===== src/pattern_data.hex =====
// One 32-bit playback word per line, hex
// Line order is the table index, 0 to 15
a5a50001
5a5a0102
3c3c0203
c3c30304
0f0f0405
f0f00506
12340607
56780708
9abc0809
def0090a
13570a0b
24680b0c
fedc0c0d
ba980d0e
76540e0f
32100f10


===== src/pattern_pkg.sv =====
package pattern_pkg;

  //////////////////////////////////////////////////
  // Word and address widths
  //////////////////////////////////////////////////

  // One playback word
  localparam int DATA_W = 32;

  // Address as seen on the output port
  localparam int ADDR_W = 32;

  //////////////////////////////////////////////////
  // Table size and pass limit
  //////////////////////////////////////////////////

  // Words in the pattern table
  localparam int DATA_NUM = 16;

  // Full passes before playback stops
  localparam int RUN_CNT = 3;

  // Internal counter widths
  localparam int IDX_W  = (DATA_NUM > 1) ? $clog2(DATA_NUM) : 1;
  localparam int PASS_W = $clog2(RUN_CNT + 1);

  //////////////////////////////////////////////////
  // Output alignment
  //////////////////////////////////////////////////

  // Kept equal so valid, data and address stay aligned
  localparam int VALID_DELAY = 2;
  localparam int DATA_DELAY  = 2;
  localparam int ADDR_DELAY  = 2;

  // Hex text file with the table contents
  localparam string MEM_FILE = "/design/src/pattern_data.hex";

endpackage


===== src/delay_line.sv =====
`timescale 1ns/10ps

module delay_line #(
  parameter int DEPTH = 2,
  parameter int WIDTH = 1
) (
  input  logic             clk,
  input  logic             rst_n,

  input  logic [WIDTH-1:0] din_i,
  output logic [WIDTH-1:0] dout_o
);

  generate
    if (DEPTH == 0) begin : g_wire

      // No stages at all
      assign dout_o = din_i;

    end else begin : g_shift

      //////////////////////////////////////////////////
      // Shift stages
      //////////////////////////////////////////////////

      // Stage 0 takes the input, the last stage drives the output
      logic [WIDTH-1:0] stage_q [DEPTH];

      always_ff @(posedge clk or negedge rst_n) begin
        if (!rst_n) begin
          for (int i = 0; i < DEPTH; i++) begin
            stage_q[i] <= '0;
          end
        end else begin
          stage_q[0] <= din_i;
          for (int i = 1; i < DEPTH; i++) begin
            stage_q[i] <= stage_q[i-1];
          end
        end
      end

      assign dout_o = stage_q[DEPTH-1];

    end
  endgenerate

endmodule


===== src/pattern_player.sv =====
`timescale 1ns/10ps

module pattern_player
  import pattern_pkg::*;
(
  input  logic              clk,
  input  logic              rst_n,

  // One read request per high cycle
  input  logic              rd_en_i,

  // Aligned playback outputs
  output logic              rd_valid_o,
  output logic [DATA_W-1:0] rd_data_o,
  output logic [ADDR_W-1:0] rd_addr_o,

  // Playback finished
  output logic              done_o
);

  //////////////////////////////////////////////////
  // Store outputs before alignment
  //////////////////////////////////////////////////

  logic              store_valid;
  logic [DATA_W-1:0] store_data;
  logic [ADDR_W-1:0] store_addr;

  //////////////////////////////////////////////////
  // Pattern table and read control
  //////////////////////////////////////////////////

  // Done is taken straight from the store
  pattern_store u_store (
    .clk     (clk),
    .rst_n   (rst_n),
    .rd_en_i (rd_en_i),
    .valid_o (store_valid),
    .data_o  (store_data),
    .addr_o  (store_addr),
    .done_o  (done_o)
  );

  //////////////////////////////////////////////////
  // Output delay lines
  //////////////////////////////////////////////////

  // Valid pulse
  delay_line #(
    .DEPTH (VALID_DELAY),
    .WIDTH (1)
  ) u_dly_valid (
    .clk    (clk),
    .rst_n  (rst_n),
    .din_i  (store_valid),
    .dout_o (rd_valid_o)
  );

  // Playback word
  delay_line #(
    .DEPTH (DATA_DELAY),
    .WIDTH (DATA_W)
  ) u_dly_data (
    .clk    (clk),
    .rst_n  (rst_n),
    .din_i  (store_data),
    .dout_o (rd_data_o)
  );

  // Table index of that word
  delay_line #(
    .DEPTH (ADDR_DELAY),
    .WIDTH (ADDR_W)
  ) u_dly_addr (
    .clk    (clk),
    .rst_n  (rst_n),
    .din_i  (store_addr),
    .dout_o (rd_addr_o)
  );

endmodule


===== src/pattern_store.sv =====
`timescale 1ns/10ps

module pattern_store
  import pattern_pkg::*;
(
  input  logic              clk,
  input  logic              rst_n,

  // Read strobe, one word per high cycle
  input  logic              rd_en_i,

  // Registered read result
  output logic              valid_o,
  output logic [DATA_W-1:0] data_o,
  output logic [ADDR_W-1:0] addr_o,

  // High once all passes are finished
  output logic              done_o
);

  //////////////////////////////////////////////////
  // Pattern memory
  //////////////////////////////////////////////////

  logic [DATA_W-1:0] mem [DATA_NUM];

  // Table contents come from the hex file at time zero
  initial begin
    $readmemh(MEM_FILE, mem);
  end

  //////////////////////////////////////////////////
  // Control state
  //////////////////////////////////////////////////

  logic [IDX_W-1:0]  rd_idx;
  logic [PASS_W-1:0] pass_cnt;
  logic              done_q;

  // Read output registers
  logic              valid_q;
  logic [DATA_W-1:0] data_q;
  logic [ADDR_W-1:0] addr_q;

  // Strobe accepted only before the pass limit
  logic              rd_fire;

  // Current read hits the last table entry
  logic              idx_last;

  // Current pass is the final one
  logic              pass_last;

  assign rd_fire   = rd_en_i && !done_q;
  assign idx_last  = (rd_idx == IDX_W'(DATA_NUM - 1));
  assign pass_last = (pass_cnt == PASS_W'(RUN_CNT - 1));

  //////////////////////////////////////////////////
  // Read address
  //////////////////////////////////////////////////

  // Steps once per read and wraps after the last entry
  always_ff @(posedge clk or negedge rst_n) begin
    if (!rst_n) begin
      rd_idx <= '0;
    end else if (rd_fire) begin
      if (idx_last) begin
        rd_idx <= '0;
      end else begin
        rd_idx <= rd_idx + 1'b1;
      end
    end
  end

  //////////////////////////////////////////////////
  // Pass counter
  //////////////////////////////////////////////////

  // One count per completed pass, held at RUN_CNT once done blocks reads
  always_ff @(posedge clk or negedge rst_n) begin
    if (!rst_n) begin
      pass_cnt <= '0;
    end else if (rd_fire && idx_last) begin
      pass_cnt <= pass_cnt + 1'b1;
    end
  end

  // Done rises on the edge that reads the final word
  always_ff @(posedge clk or negedge rst_n) begin
    if (!rst_n) begin
      done_q <= 1'b0;
    end else if (rd_fire && idx_last && pass_last) begin
      done_q <= 1'b1;
    end
  end

  //////////////////////////////////////////////////
  // Registered read
  //////////////////////////////////////////////////

  // One pulse per accepted strobe
  always_ff @(posedge clk or negedge rst_n) begin
    if (!rst_n) begin
      valid_q <= 1'b0;
    end else begin
      valid_q <= rd_fire;
    end
  end

  // Word holds between reads and is cleared after the last pass
  always_ff @(posedge clk or negedge rst_n) begin
    if (!rst_n) begin
      data_q <= '0;
    end else if (done_q) begin
      data_q <= '0;
    end else if (rd_fire) begin
      data_q <= mem[rd_idx];
    end
  end

  // Port-wide index of the word just read
  always_ff @(posedge clk or negedge rst_n) begin
    if (!rst_n) begin
      addr_q <= '0;
    end else if (rd_fire) begin
      addr_q <= ADDR_W'(rd_idx);
    end
  end

  //////////////////////////////////////////////////
  // Outputs
  //////////////////////////////////////////////////

  assign valid_o = valid_q;
  assign data_o  = data_q;
  assign addr_o  = addr_q;
  assign done_o  = done_q;

endmodule


===== config.mk =====
export PLATFORM = sky130hd
export DESIGN_NAME = pattern_player
export DESIGN_NICKNAME = d
export VERILOG_FILES = /design/src/pattern_pkg.sv /design/src/delay_line.sv /design/src/pattern_player.sv /design/src/pattern_store.sv
export SDC_FILE = /design/constraint.sdc
export NUM_CORES = 1
export LEC_CHECK = 0
export BUFFER_PORTS_ARGS = -buffer_cell sky130_fd_sc_hd__buf_2
export CAP_MARGIN = 15
export CORE_ASPECT_RATIO = 0.75
export CORE_UTILIZATION = 44
export CTS_CLUSTER_SIZE = 20
export DETAILED_ROUTE_END_ITERATION = 10
export PLACE_DENSITY = 0.79
export SLEW_MARGIN = 10
export SYNTH_ARGS = -nofsm -noshare
export SYNTH_HDL_FRONTEND = slang
export SYNTH_SLANG_ARGS = --single-unit

===== constraint.sdc =====
create_clock -name clk -period 1.4 [get_ports clk]
set_input_delay 0.28 -clock clk [delete_from_list [all_inputs] [get_ports clk]]
set_output_delay 0.28 -clock clk [all_outputs]
set_load 0.1 [all_outputs]

Word-level counts from Yosys, hierarchy flattened
Cells that the tools add are included.
{"block": "word_totals", "input_bits": 3, "word_cells": 24, "output_inout_bits": 66, "reg_bits": 118}
{"block": "op_classes", "mux": 3, "n_addsub": 2, "eq_ne": 2, "n_reduce_logical": 5}
{"cell": "$mux W32", "n": 2}
{"cell": "$add A4 B1 Y4 const B", "n": 1}
{"cell": "$eq A4 B4 Y1 const B", "n": 1}
{"cell": "$mux W4", "n": 1}
{"cell": "$logic_and A1 B1 Y1", "n": 3}
{"cell": "$add A2 B1 Y2 const B", "n": 1}
{"cell": "$eq A2 B2 Y1 const B", "n": 1}
{"cell": "$reduce_bool A2 Y1", "n": 1}
{"cell": "$logic_not A1 Y1", "n": 1}

Logic depth before layout (Yosys ltp)
Gate-level depths: netlist of the first run.
{"block": "logic_depth", "depth_word": 4, "ltp_mapped": 5}

Modules after synthesis
A second synthesis of the first run with hierarchy kept.
{"block": "unflattened", "cells_unflattened": 302, "area_unflattened_um2": 4702.0}
{"mod": "delay_line at u_dly_addr ...", "area_per_inst_um2": 1841.8, "seq_area_each_um2": 1601.5, "cells_each": 96, "n_inst": 2}
{"mod": "pattern_store", "area_per_inst_um2": 968.4, "seq_area_each_um2": 300.3, "cells_each": 108, "n_inst": 1}
{"mod": "delay_line at u_dly_valid", "area_per_inst_um2": 50.0, "seq_area_each_um2": 50.0, "cells_each": 2, "n_inst": 1}

Least setup slack after synthesis of the first run
OpenSTA, ideal clock, no wires.
{"block": "synth_path", "path_kind": "reg2reg", "startpoint": "reg u_store.done_q, in the netlist u_store.done_o", "endpoint": "reg u_store.pass_cnt[1]", "t_arrival_ns": 1.459, "required_ns": 1.273, "slack_ns": -0.185, "n_path_buf": 1, "setup_time_ns": 0.127, "path_stages_with_launch": 6, "path_cell_list": "dfrtp_1 > nand2b_1 > buf_6 > inv_8 > a21oi_1 > a31oi_1"}
{"block": "synth_via", "elab_chain_cells": 3}
{"element": "start, declared", "line": "pattern_store.sv:38", "rtl": "logic done_q;"}
{"element": "start signal, assigned", "line": "pattern_store.sv:91", "rtl": "done_q <= 1'b0;"}
{"element": "start signal, assigned", "line": "pattern_store.sv:93", "rtl": "done_q <= 1'b1;"}
{"element": "$logic_not A1 Y1", "line": "pattern_store.sv:54", "rtl": "assign rd_fire = rd_en_i && !done_q;"}
{"element": "$logic_and A1 B1 Y1", "line": "pattern_store.sv:54"}
{"element": "via u_store.rd_fire", "line": "pattern_store.sv:46", "rtl": "logic rd_fire;"}
{"element": "$logic_and A1 B1 Y1", "line": "pattern_store.sv:83", "rtl": "end else if (rd_fire && idx_last) begin"}
{"element": "end signal, assigned", "line": "pattern_store.sv:84", "rtl": "pass_cnt <= pass_cnt + 1'b1;"}
{"element": "end, declared", "line": "pattern_store.sv:37", "rtl": "logic [PASS_W-1:0] pass_cnt;"}
The timed path passes the listed nets, and every way through them passes these cells.
A chain may end at the register's enable or synchronous reset.

Worst setup path in the final report of the first run
{"block": "layout_path", "startpoint": "reg u_store.rd_idx[0]", "endpoint": "reg u_store.pass_cnt[1]"}
{"block": "layout_via", "elab_chain_cells": 2}
{"element": "start, declared", "line": "pattern_store.sv:36", "rtl": "logic [IDX_W-1:0] rd_idx;"}
{"element": "start signal, assigned", "line": "pattern_store.sv:70", "rtl": "rd_idx <= rd_idx + 1'b1;"}
{"element": "$eq A4 B4 Y1", "line": "pattern_store.sv:55", "rtl": "assign idx_last = (rd_idx == IDX_W'(DATA_NUM - 1));"}
{"element": "$logic_and A1 B1 Y1", "line": "pattern_store.sv:83"}
Every way passes these cells.

==> out/qor.log, run 1 <==
qor: outcome.result_of_the_run completed
qor: critical_path.criticalPathCategory reg -> reg
qor: clocking.clock_sink_count 22
qor: floorplanning.die_h 48.1 µm
qor: synthesis.synth_cells 122
qor: critical_path.critical_path_arrival 1430 ps
qor: critical_path.reg2regPathDepth 4
qor: synthesis.syn_avg_cell_area 10.2 µm²
qor: floorplanning.dieWidth 63.5 µm
qor: drt.routed_wirelength 1.32 mm
qor: global_route.vias_in_the_first_global_route 460
qor: clocking.cts.clk_slew.worst_paths 70 ps
qor: critical_path.crit_start u_store.rd_idx[0]
qor: floorplanning.start_util 47.3%
qor: timing.final_worst_path_cycle_share 92.1%
qor: drt.drtPass1Iterations 4
qor: timing.holdWs 293 ps
qor: place.dp.final_hpwl 1.01 mm
qor: timing.period_minus_slack 1290 ps
qor: synthesis.post-synth-top-area-cell sky130_fd_sc_hd__dfrtp_1
qor: global_route.grt_antenna_before_repair 0
qor: critical_path.worst_ep_required_time 1540 ps
qor: floorplanning.design.die.area 0.00306 mm²
qor: clocking.cts-buffers-inserted 3
qor: place.numPortBuffers 8
qor: critical_path.worstSetupEndpointType flop
qor: power_and_ir_drop.total_power 3330 µW
qor: critical_path.cp-start-kind flop
qor: place.placement.cell_area 0.00108 mm²
qor: job.max_cap_violations 0
qor: drt.drt-vias-per-instance 3.53
qor: floorplanning.floorplan.io_pins 69
qor: power_and_ir_drop.power.density 2870 mW/mm²
qor: clocking.ctsRootBufferMaster sky130_fd_sc_hd__clkbuf_8
qor: critical_path.reg2reg_to u_store.pass_cnt[1]
qor: cells_and_area.final_non_filler_cell_area 0.00116 mm²
qor: clocking.htree_levels 1
qor: worst_hold_path.worst_hold_stages 2
qor: clocking.cts_hold_buf 1
qor: timing.slew_violations 0
qor: floorplanning.fp.coreArea 0.00264 mm²
qor: cells_and_area.antennaDiodeCount 0
qor: synthesis.synth.yosys.warnings 0
qor: cells_and_area.ratio_of_cells_with_drive_above_1_in_the_final_layout 14.0%
qor: cells_and_area.finalNetCount 135
qor: global_route.grt_pass1_wl 2.03 mm
qor: global_route.grt_max_degree 23
qor: drt.drc 0
qor: drt.detail_route.wl_per_cell 7.99 µm
qor: timing.finClkSkew 1.90 ps
qor: synthesis.yosysTopAreaCellShare 44.1%
qor: synthesis.ys_top_cells_by_area sky130_fd_sc_hd__dfrtp_1 44%, sky130_fd_sc_hd__buf_4 38%, sky130_fd_sc_hd__nand2_1 4.8%
qor: global_route.grt_util_all_layers 9.30%
qor: synthesis.synth_sequential_area_ratio 44.1%
qor: clocking.clkLatencyLatePin 260 ps
qor: power_and_ir_drop.vdd_ir_drop_max 0.796 mV
qor: synthesis.synth.cell_area 0.00125 mm²
qor: floorplanning.placementRows 16
qor: clocking.ctsResizeCount 0
qor: place.gp_congestion 0.934
qor: timing.rsz_0062_raised_after_global_routing no
qor: drt.dr.first_iter.drc_count 9
qor: power_and_ir_drop.p_leak 0.000653 µW
qor: cells_and_area.syn_to_final_growth -7.01%
qor: cells_and_area.fillerInstances 262
qor: clocking.cts_tree built
qor: worst_hold_path.worstHoldPathType in -> reg
qor: worst_hold_path.min-delay-start rd_en_i
qor: drt.vias 583
qor: timing.hold_viol 0
qor: critical_path.reg2reg_from u_store.rd_idx[0]
qor: global_route.gr-total-overflow 0
qor: timing.timing.fmax 0.776 GHz
qor: synthesis.cell_variety_after_synth 20
qor: synthesis.synth_seq_cells 22
qor: critical_path.reg2reg_slack 110 ps
qor: clocking.post-cts-setup-buffer-count 0
qor: timing.final.setup.tns 0 ps
qor: drt.final_antenna_net_count 0
qor: clocking.cts-root-to-sink-buffers 2
qor: critical_path.worstPathMaxFanout 6
qor: worst_hold_path.hold-path-endpoint u_store.done_o
qor: timing.setup-violations-final 0
==> critical path, stage by stage (launching register included) <==
cell	delay [ps]
sky130_fd_sc_hd__dfrtp_1	450
sky130_fd_sc_hd__ha_1	260
sky130_fd_sc_hd__and3_2	220
sky130_fd_sc_hd__a21oi_1	180
sky130_fd_sc_hd__a31oi_1	60
==> cell type report <==
| class | instances | area, µm² | area share [%] |
|---|---|---|---|
| clock buffers | 3 | 41.3 | 3.56 |
| clock inverters | 1 | 30.0 | 2.59 |
| inverters | 2 | 15.0 | 1.29 |
| multi-input cells | 92 | 413 | 35.6 |
| flip-flops and latches | 22 | 552 | 47.5 |
| well taps | 36 | 45.0 | 3.88 |
| repair buffers | 9 | 65.1 | 5.60 |
==> metal layers <==
metal	global-route usage [%]	up-vias	part of all wire (%)
met1	10.3	279	39
met4	4.09	0	0
met5	0	-	0
li1	-	269	-
met2	16.2	35	51
met3	4.21	0	9.8
==> metrics by stage <==
step                      utilization (%)  std cells  worst slack, ps
after floorplan                         -        181             79.4
after global placement               40.9        160              161
after detailed placement             40.9        160              140
after CTS                            43.9        165              103
after global routing                 43.9        165             47.8
final                                43.9        165              111
==> cell usage after synthesis <==
master	n
sky130_fd_sc_hd__nand2b_1	1
sky130_fd_sc_hd__o21ai_0	1
sky130_fd_sc_hd__a21oi_1	2
sky130_fd_sc_hd__a31oi_1	1
sky130_fd_sc_hd__a21o_1	1
sky130_fd_sc_hd__and3_2	1
sky130_fd_sc_hd__conb_1	1
sky130_fd_sc_hd__dfrtp_1	22
sky130_fd_sc_hd__inv_1	1
sky130_fd_sc_hd__nand3b_1	1
sky130_fd_sc_hd__buf_6	1
sky130_fd_sc_hd__a31o_2	1
sky130_fd_sc_hd__nand2_1	16
sky130_fd_sc_hd__o21ai_2	1
sky130_fd_sc_hd__ha_1	2
sky130_fd_sc_hd__inv_8	1
sky130_fd_sc_hd__xnor2_1	2
sky130_fd_sc_hd__buf_4	64
sky130_fd_sc_hd__nor3_1	1
sky130_fd_sc_hd__nand4_2	1
==> worst max path at each step <==
stage / depth (start not counted) / slack [ps] / end
after CTS: 1 / 100 / rd_valid_o
after global routing: 4 / 50 / u_store.pass_cnt[1]
after detailed placement: 3 / 140 / u_store.done_o
after floorplan: 5 / 80 / u_store.rd_idx[2]
final: 4 / 110 / u_store.pass_cnt[1]
after global placement: 3 / 160 / u_store.done_o
==> cells in the final DEF (no fill, tap or decap) <==
cell / synthesis / routed
sky130_fd_sc_hd__bufinv_16: 0 / 1
sky130_fd_sc_hd__a31o_2: 1 / 1
sky130_fd_sc_hd__inv_8: 1 / 1
sky130_fd_sc_hd__nand2b_1: 1 / 1
sky130_fd_sc_hd__nor3_1: 1 / 1
sky130_fd_sc_hd__and3_2: 1 / 1
sky130_fd_sc_hd__buf_2: 0 / 7
sky130_fd_sc_hd__a21oi_1: 2 / 2
sky130_fd_sc_hd__o21ai_2: 1 / 1
sky130_fd_sc_hd__nand2_1: 16 / 16
sky130_fd_sc_hd__conb_1: 1 / 60
sky130_fd_sc_hd__ha_1: 2 / 2
sky130_fd_sc_hd__dfrtp_2: 0 / 1
sky130_fd_sc_hd__buf_12: 0 / 1
sky130_fd_sc_hd__a21o_1: 1 / 1
sky130_fd_sc_hd__a31oi_1: 1 / 1
sky130_fd_sc_hd__xnor2_1: 2 / 2
sky130_fd_sc_hd__nand4_2: 1 / 1
sky130_fd_sc_hd__nand3b_1: 1 / 1
sky130_fd_sc_hd__clkbuf_8: 0 / 3
sky130_fd_sc_hd__dfrtp_1: 22 / 21
sky130_fd_sc_hd__o21ai_0: 1 / 1
sky130_fd_sc_hd__dlygate4sd3_1: 0 / 1
sky130_fd_sc_hd__inv_1: 1 / 1
==> cells by family (layout without fill, tap and decap cells) <==
group	count (synthesis)	in the layout	share of synthesized area (%)
xor gates and xnor gates	2	2	1.40
AOI/OAI and AO/OA	7	7	3.71
adders and majority gates	2	2	2.00
other	1	60	0.300
buffers and inverters	67	15	40.6
and+or+nand+nor	21	21	7.92
DFF	22	22	44.1
==> flip-flops by register name (all words and copies together) (netlist names) <==
name	flops
u_dly_addr.dout_o	4
u_dly_addr.g_shift.stage_q	4
u_store.addr_o	4
u_store.rd_idx	4
u_store.pass_cnt	2
u_dly_valid.dout_o	1
u_dly_valid.g_shift.stage_q	1
u_store.done_o	1
u_store.valid_o	1
==> report_power, final <==
part / total (µW) / internal [µW] / switching [µW]
Combinational: 1680 / 238 / 1440
Clock: 571 / 382 / 189
Sequential: 1080 / 909 / 170
Power figures use the tool's default switching activity.
==> run 2, diff against run 1 <==
--- a/config.mk
+++ b/config.mk
@@ -5,13 +5,12 @@
 export SDC_FILE = /design/constraint.sdc
 export NUM_CORES = 1
 export LEC_CHECK = 0
-export BUFFER_PORTS_ARGS = -buffer_cell sky130_fd_sc_hd__buf_2
 export CAP_MARGIN = 15
-export CORE_ASPECT_RATIO = 0.75
-export CORE_UTILIZATION = 44
+export CORE_ASPECT_RATIO = 1.4
+export CORE_UTILIZATION = 45
 export CTS_CLUSTER_SIZE = 20
 export DETAILED_ROUTE_END_ITERATION = 10
-export PLACE_DENSITY = 0.79
+export DONT_BUFFER_PORTS = 1
 export SLEW_MARGIN = 10
 export SYNTH_ARGS = -nofsm -noshare
 export SYNTH_HDL_FRONTEND = slang
==> run 2 against run 1 <==
Combinational power barely moved; wire length fell by 4.0%; sequential share of layout area rose by 1.9 points; fmax rose by 0.74%; power fell by 7.7%; highest routed layer is now met4.
==> out/qor.log, run 2 (synthesis gave the netlist of run 1 again) <==
qor: cells_and_area.layout.cells.most_common sky130_fd_sc_hd__conb_1
qor: timing.timing.fmax 0.781 GHz [+0.74%]
qor: power_and_ir_drop.power.switching 1770 µW [-1.9%]
qor: critical_path.cp_slowest_cell sky130_fd_sc_hd__dfrtp_1
qor: timing.slew_headroom 36.5%
qor: outcome.result_of_the_run completed
qor: global_route.global_route.peak_usage_layer met2
qor: cells_and_area.antennaDiodeCount 0 [unchanged]
qor: power_and_ir_drop.p_leak 0.000630 µW [-3.5%]
qor: timing.final.setup.tns 0 ps [unchanged]
qor: cells_and_area.layout_common_cells 60 x sky130_fd_sc_hd__conb_1, 21 x sky130_fd_sc_hd__dfrtp_1, 16 x sky130_fd_sc_hd__nand2_1
qor: global_route.grt_pass1_wl 1.85 mm [-8.8%]
qor: critical_path.reg2reg_to u_store.done_o
qor: clocking.ctsRootBufferMaster sky130_fd_sc_hd__clkbuf_4
qor: global_route.gr-total-overflow 0 [unchanged]
qor: drt.final_antenna_net_count 0 [unchanged]
qor: critical_path.critical_path_arrival 1480 ps [+50 ps]
qor: floorplanning.design.die.area 0.00299 mm² [-2.1%]
qor: power_and_ir_drop.p_int 1310 µW [-15%]
qor: place.numPortBuffers 0 [-8]
qor: cells_and_area.final_non_filler_cell_area 0.00112 mm² [-3.9%]
qor: power_and_ir_drop.switching_share 57.5% [+3.4 points]
qor: floorplanning.die_h 64.3 µm [+34%]
qor: drt.routed_wirelength 1.27 mm [-4.0%]
qor: critical_path.worst-path-buf-inv 0 [unchanged]
qor: drt.vias 566 [-2.9%]
qor: timing.rsz_0062_raised_after_global_routing no
qor: place.gp_congestion 0.737 [-21%]
qor: critical_path.critPathTopFamily flip-flops
qor: worst_hold_path.worstHoldPathType in -> reg
qor: place.dp.final_hpwl 959 µm [-4.7%]
qor: power_and_ir_drop.power.combinational.fraction 54.4% [+4.0 points]
qor: timing.finClkSkew 5.62 ps [+3.72 ps]
qor: cells_and_area.syn_to_final_growth -10.6%
qor: critical_path.criticalPathCategory reg -> reg
qor: drt.detail_route.wl_per_cell 7.76 µm [-2.8%]
qor: global_route.grt_util_met1 9.60% [-0.72 points]
qor: job.max_cap_violations 0 [unchanged]
qor: critical_path.cp-start-kind flop
qor: critical_path.timing.critical_path.cells ha_1 -> and3_2 -> a31o_2
qor: critical_path.reg2reg_slack 120 ps [about the same]
qor: global_route.vias_in_the_first_global_route 439 [-4.6%]
qor: critical_path.reg2reg_from u_store.rd_idx[0]
qor: cells_and_area.finalNetCount 133 [-1.5%]
qor: critical_path.worstPathMaxFanout 6 [unchanged]
qor: clocking.cts_tree built
qor: floorplanning.placementRows 22 [+6]
qor: critical_path.critical-path-max-stage-delay 470 ps [+20 ps]
qor: critical_path.setup.worst_path.end u_store.done_o
qor: floorplanning.fp.coreArea 0.00262 mm² [-1.0%]
qor: critical_path.number_of_cells_on_the_critical_path 3 [-1]
qor: global_route.grt_max_degree 23 [unchanged]
qor: clocking.cts.clk_slew.worst_paths 110 ps [+40 ps]
qor: drt.drtPass1Iterations 4 [unchanged]
qor: clocking.clock_sink_count 22 [unchanged]
qor: clocking.ctsResizeCount 0 [unchanged]
qor: global_route.groute.layer.met2.usage 13.7% [-2.5 points]
qor: clocking.clkLatencyLatePin 300 ps [+40 ps]
qor: clocking.cts-root-to-sink-buffers 2 [unchanged]
qor: timing.slew_violations 0 [unchanged]
qor: critical_path.worst_ep_required_time 1600 ps [+60 ps]
qor: timing.hold_viol 0 [unchanged]
qor: drt.drt-vias-per-instance 3.47 [-1.7%]
qor: cells_and_area.ratio_of_cells_with_drive_above_1_in_the_final_layout 12.6% [-1.4 points]
qor: power_and_ir_drop.clk_network_pwr_share 10.9% [-6.2 points]
qor: timing.period_minus_slack 1280 ps [-9.45 ps]
qor: clocking.cts-buffers-inserted 3 [unchanged]
qor: timing.worstMarginPinSlew 949 ps
qor: floorplanning.dieWidth 46.5 µm [-27%]
qor: drt.drc 0 [unchanged]
qor: power_and_ir_drop.share_seq_of_total_power 34.8% [+2.4 points]
qor: global_route.grt_util_all_layers 8.89% [-0.41 points]
qor: power_and_ir_drop.vdd_ir_drop_max 1.18 mV [+49%]
qor: global_route.grt_antenna_before_repair 0 [unchanged]
qor: place.placement.cell_area 0.00107 mm² [-0.93%]
qor: floorplanning.start_util 47.8% [+0.50 points]
qor: global_route.global_route.usage.met3 1.98% [-2.2 points]
qor: critical_path.crit_start u_store.rd_idx[0]
qor: drt.dr.first_iter.drc_count 7 [-2]
qor: power_and_ir_drop.power.density 2750 mW/mm² [-4.0%]
qor: critical_path.reg2regPathDepth 3 [-1]
qor: clocking.htree_levels 1 [unchanged]
qor: timing.setup-violations-final 0 [unchanged]
qor: floorplanning.floorplan.io_pins 69 [unchanged]
qor: critical_path.worstSetupEndpointType flop
qor: timing.final_worst_path_cycle_share 91.4% [-0.68 points]
run 2: routing by layer:
metal,routed length (µm),part of all wire (%),vias up
li1,-,-,271
met1,501,40,266
met2,672,53,25
met3,67,5.3,4
met4,24,1.9,0
met5,0,0,-
run 2: worst min-delay path by stage:
stage                     slack [ps]  depth (start not counted)    start              endpoint
final                            130                          1  rd_en_i        u_store.done_o
after global routing             120                          1  rd_en_i        u_store.done_o
after CTS                        120                          1  rd_en_i        u_store.done_o
after detailed placement         -10                          0    rst_n        u_store.done_o
after global placement           -20                          0    rst_n     u_store.rd_idx[2]
after floorplan                  -20                          0    rst_n  u_dly_addr.dout_o[0]
run 2: power groups by stage:
stage,Clock [µW],Combinational [µW],Sequential [µW]
2_1_floorplan,0,1600,1170
3_3_place_gp,0,1650,1070
3_5_place_dp,0,1660,1090
4_1_cts,350,1680,1070
5_1_grt,372,1760,1100
6_report,334,1670,1070
run 2: repair_timing:
item / in CTS / in global routing
setup buffers: 0 / 0
hold buffers: 1 / 0
endpoints found under the hold margin: 22 / 0
run 2: layout make-up:
type,count,area [µm²]
clock buffer,4,36.3
fill,282,1500
inverter,2,15.0
multi-input combinational,92,413
sequential,22,552
tap,36,45.0
timing repair buffer,7,55.1
run 2: per-stage QoR:
stage                     util [%]  hold WS [ps]  instances  total power (µW)  worst slack [ps]
after floorplan                  -         -15.6        181              2770              79.4
after CTS                     42.7           118        163              3100               125
after global routing          42.7           120        163              3230              16.6
final                         42.7           133        163              3070               120
after detailed placement      40.9         -14.9        158              2750               144
after global placement        40.9         -15.1        158              2720               159
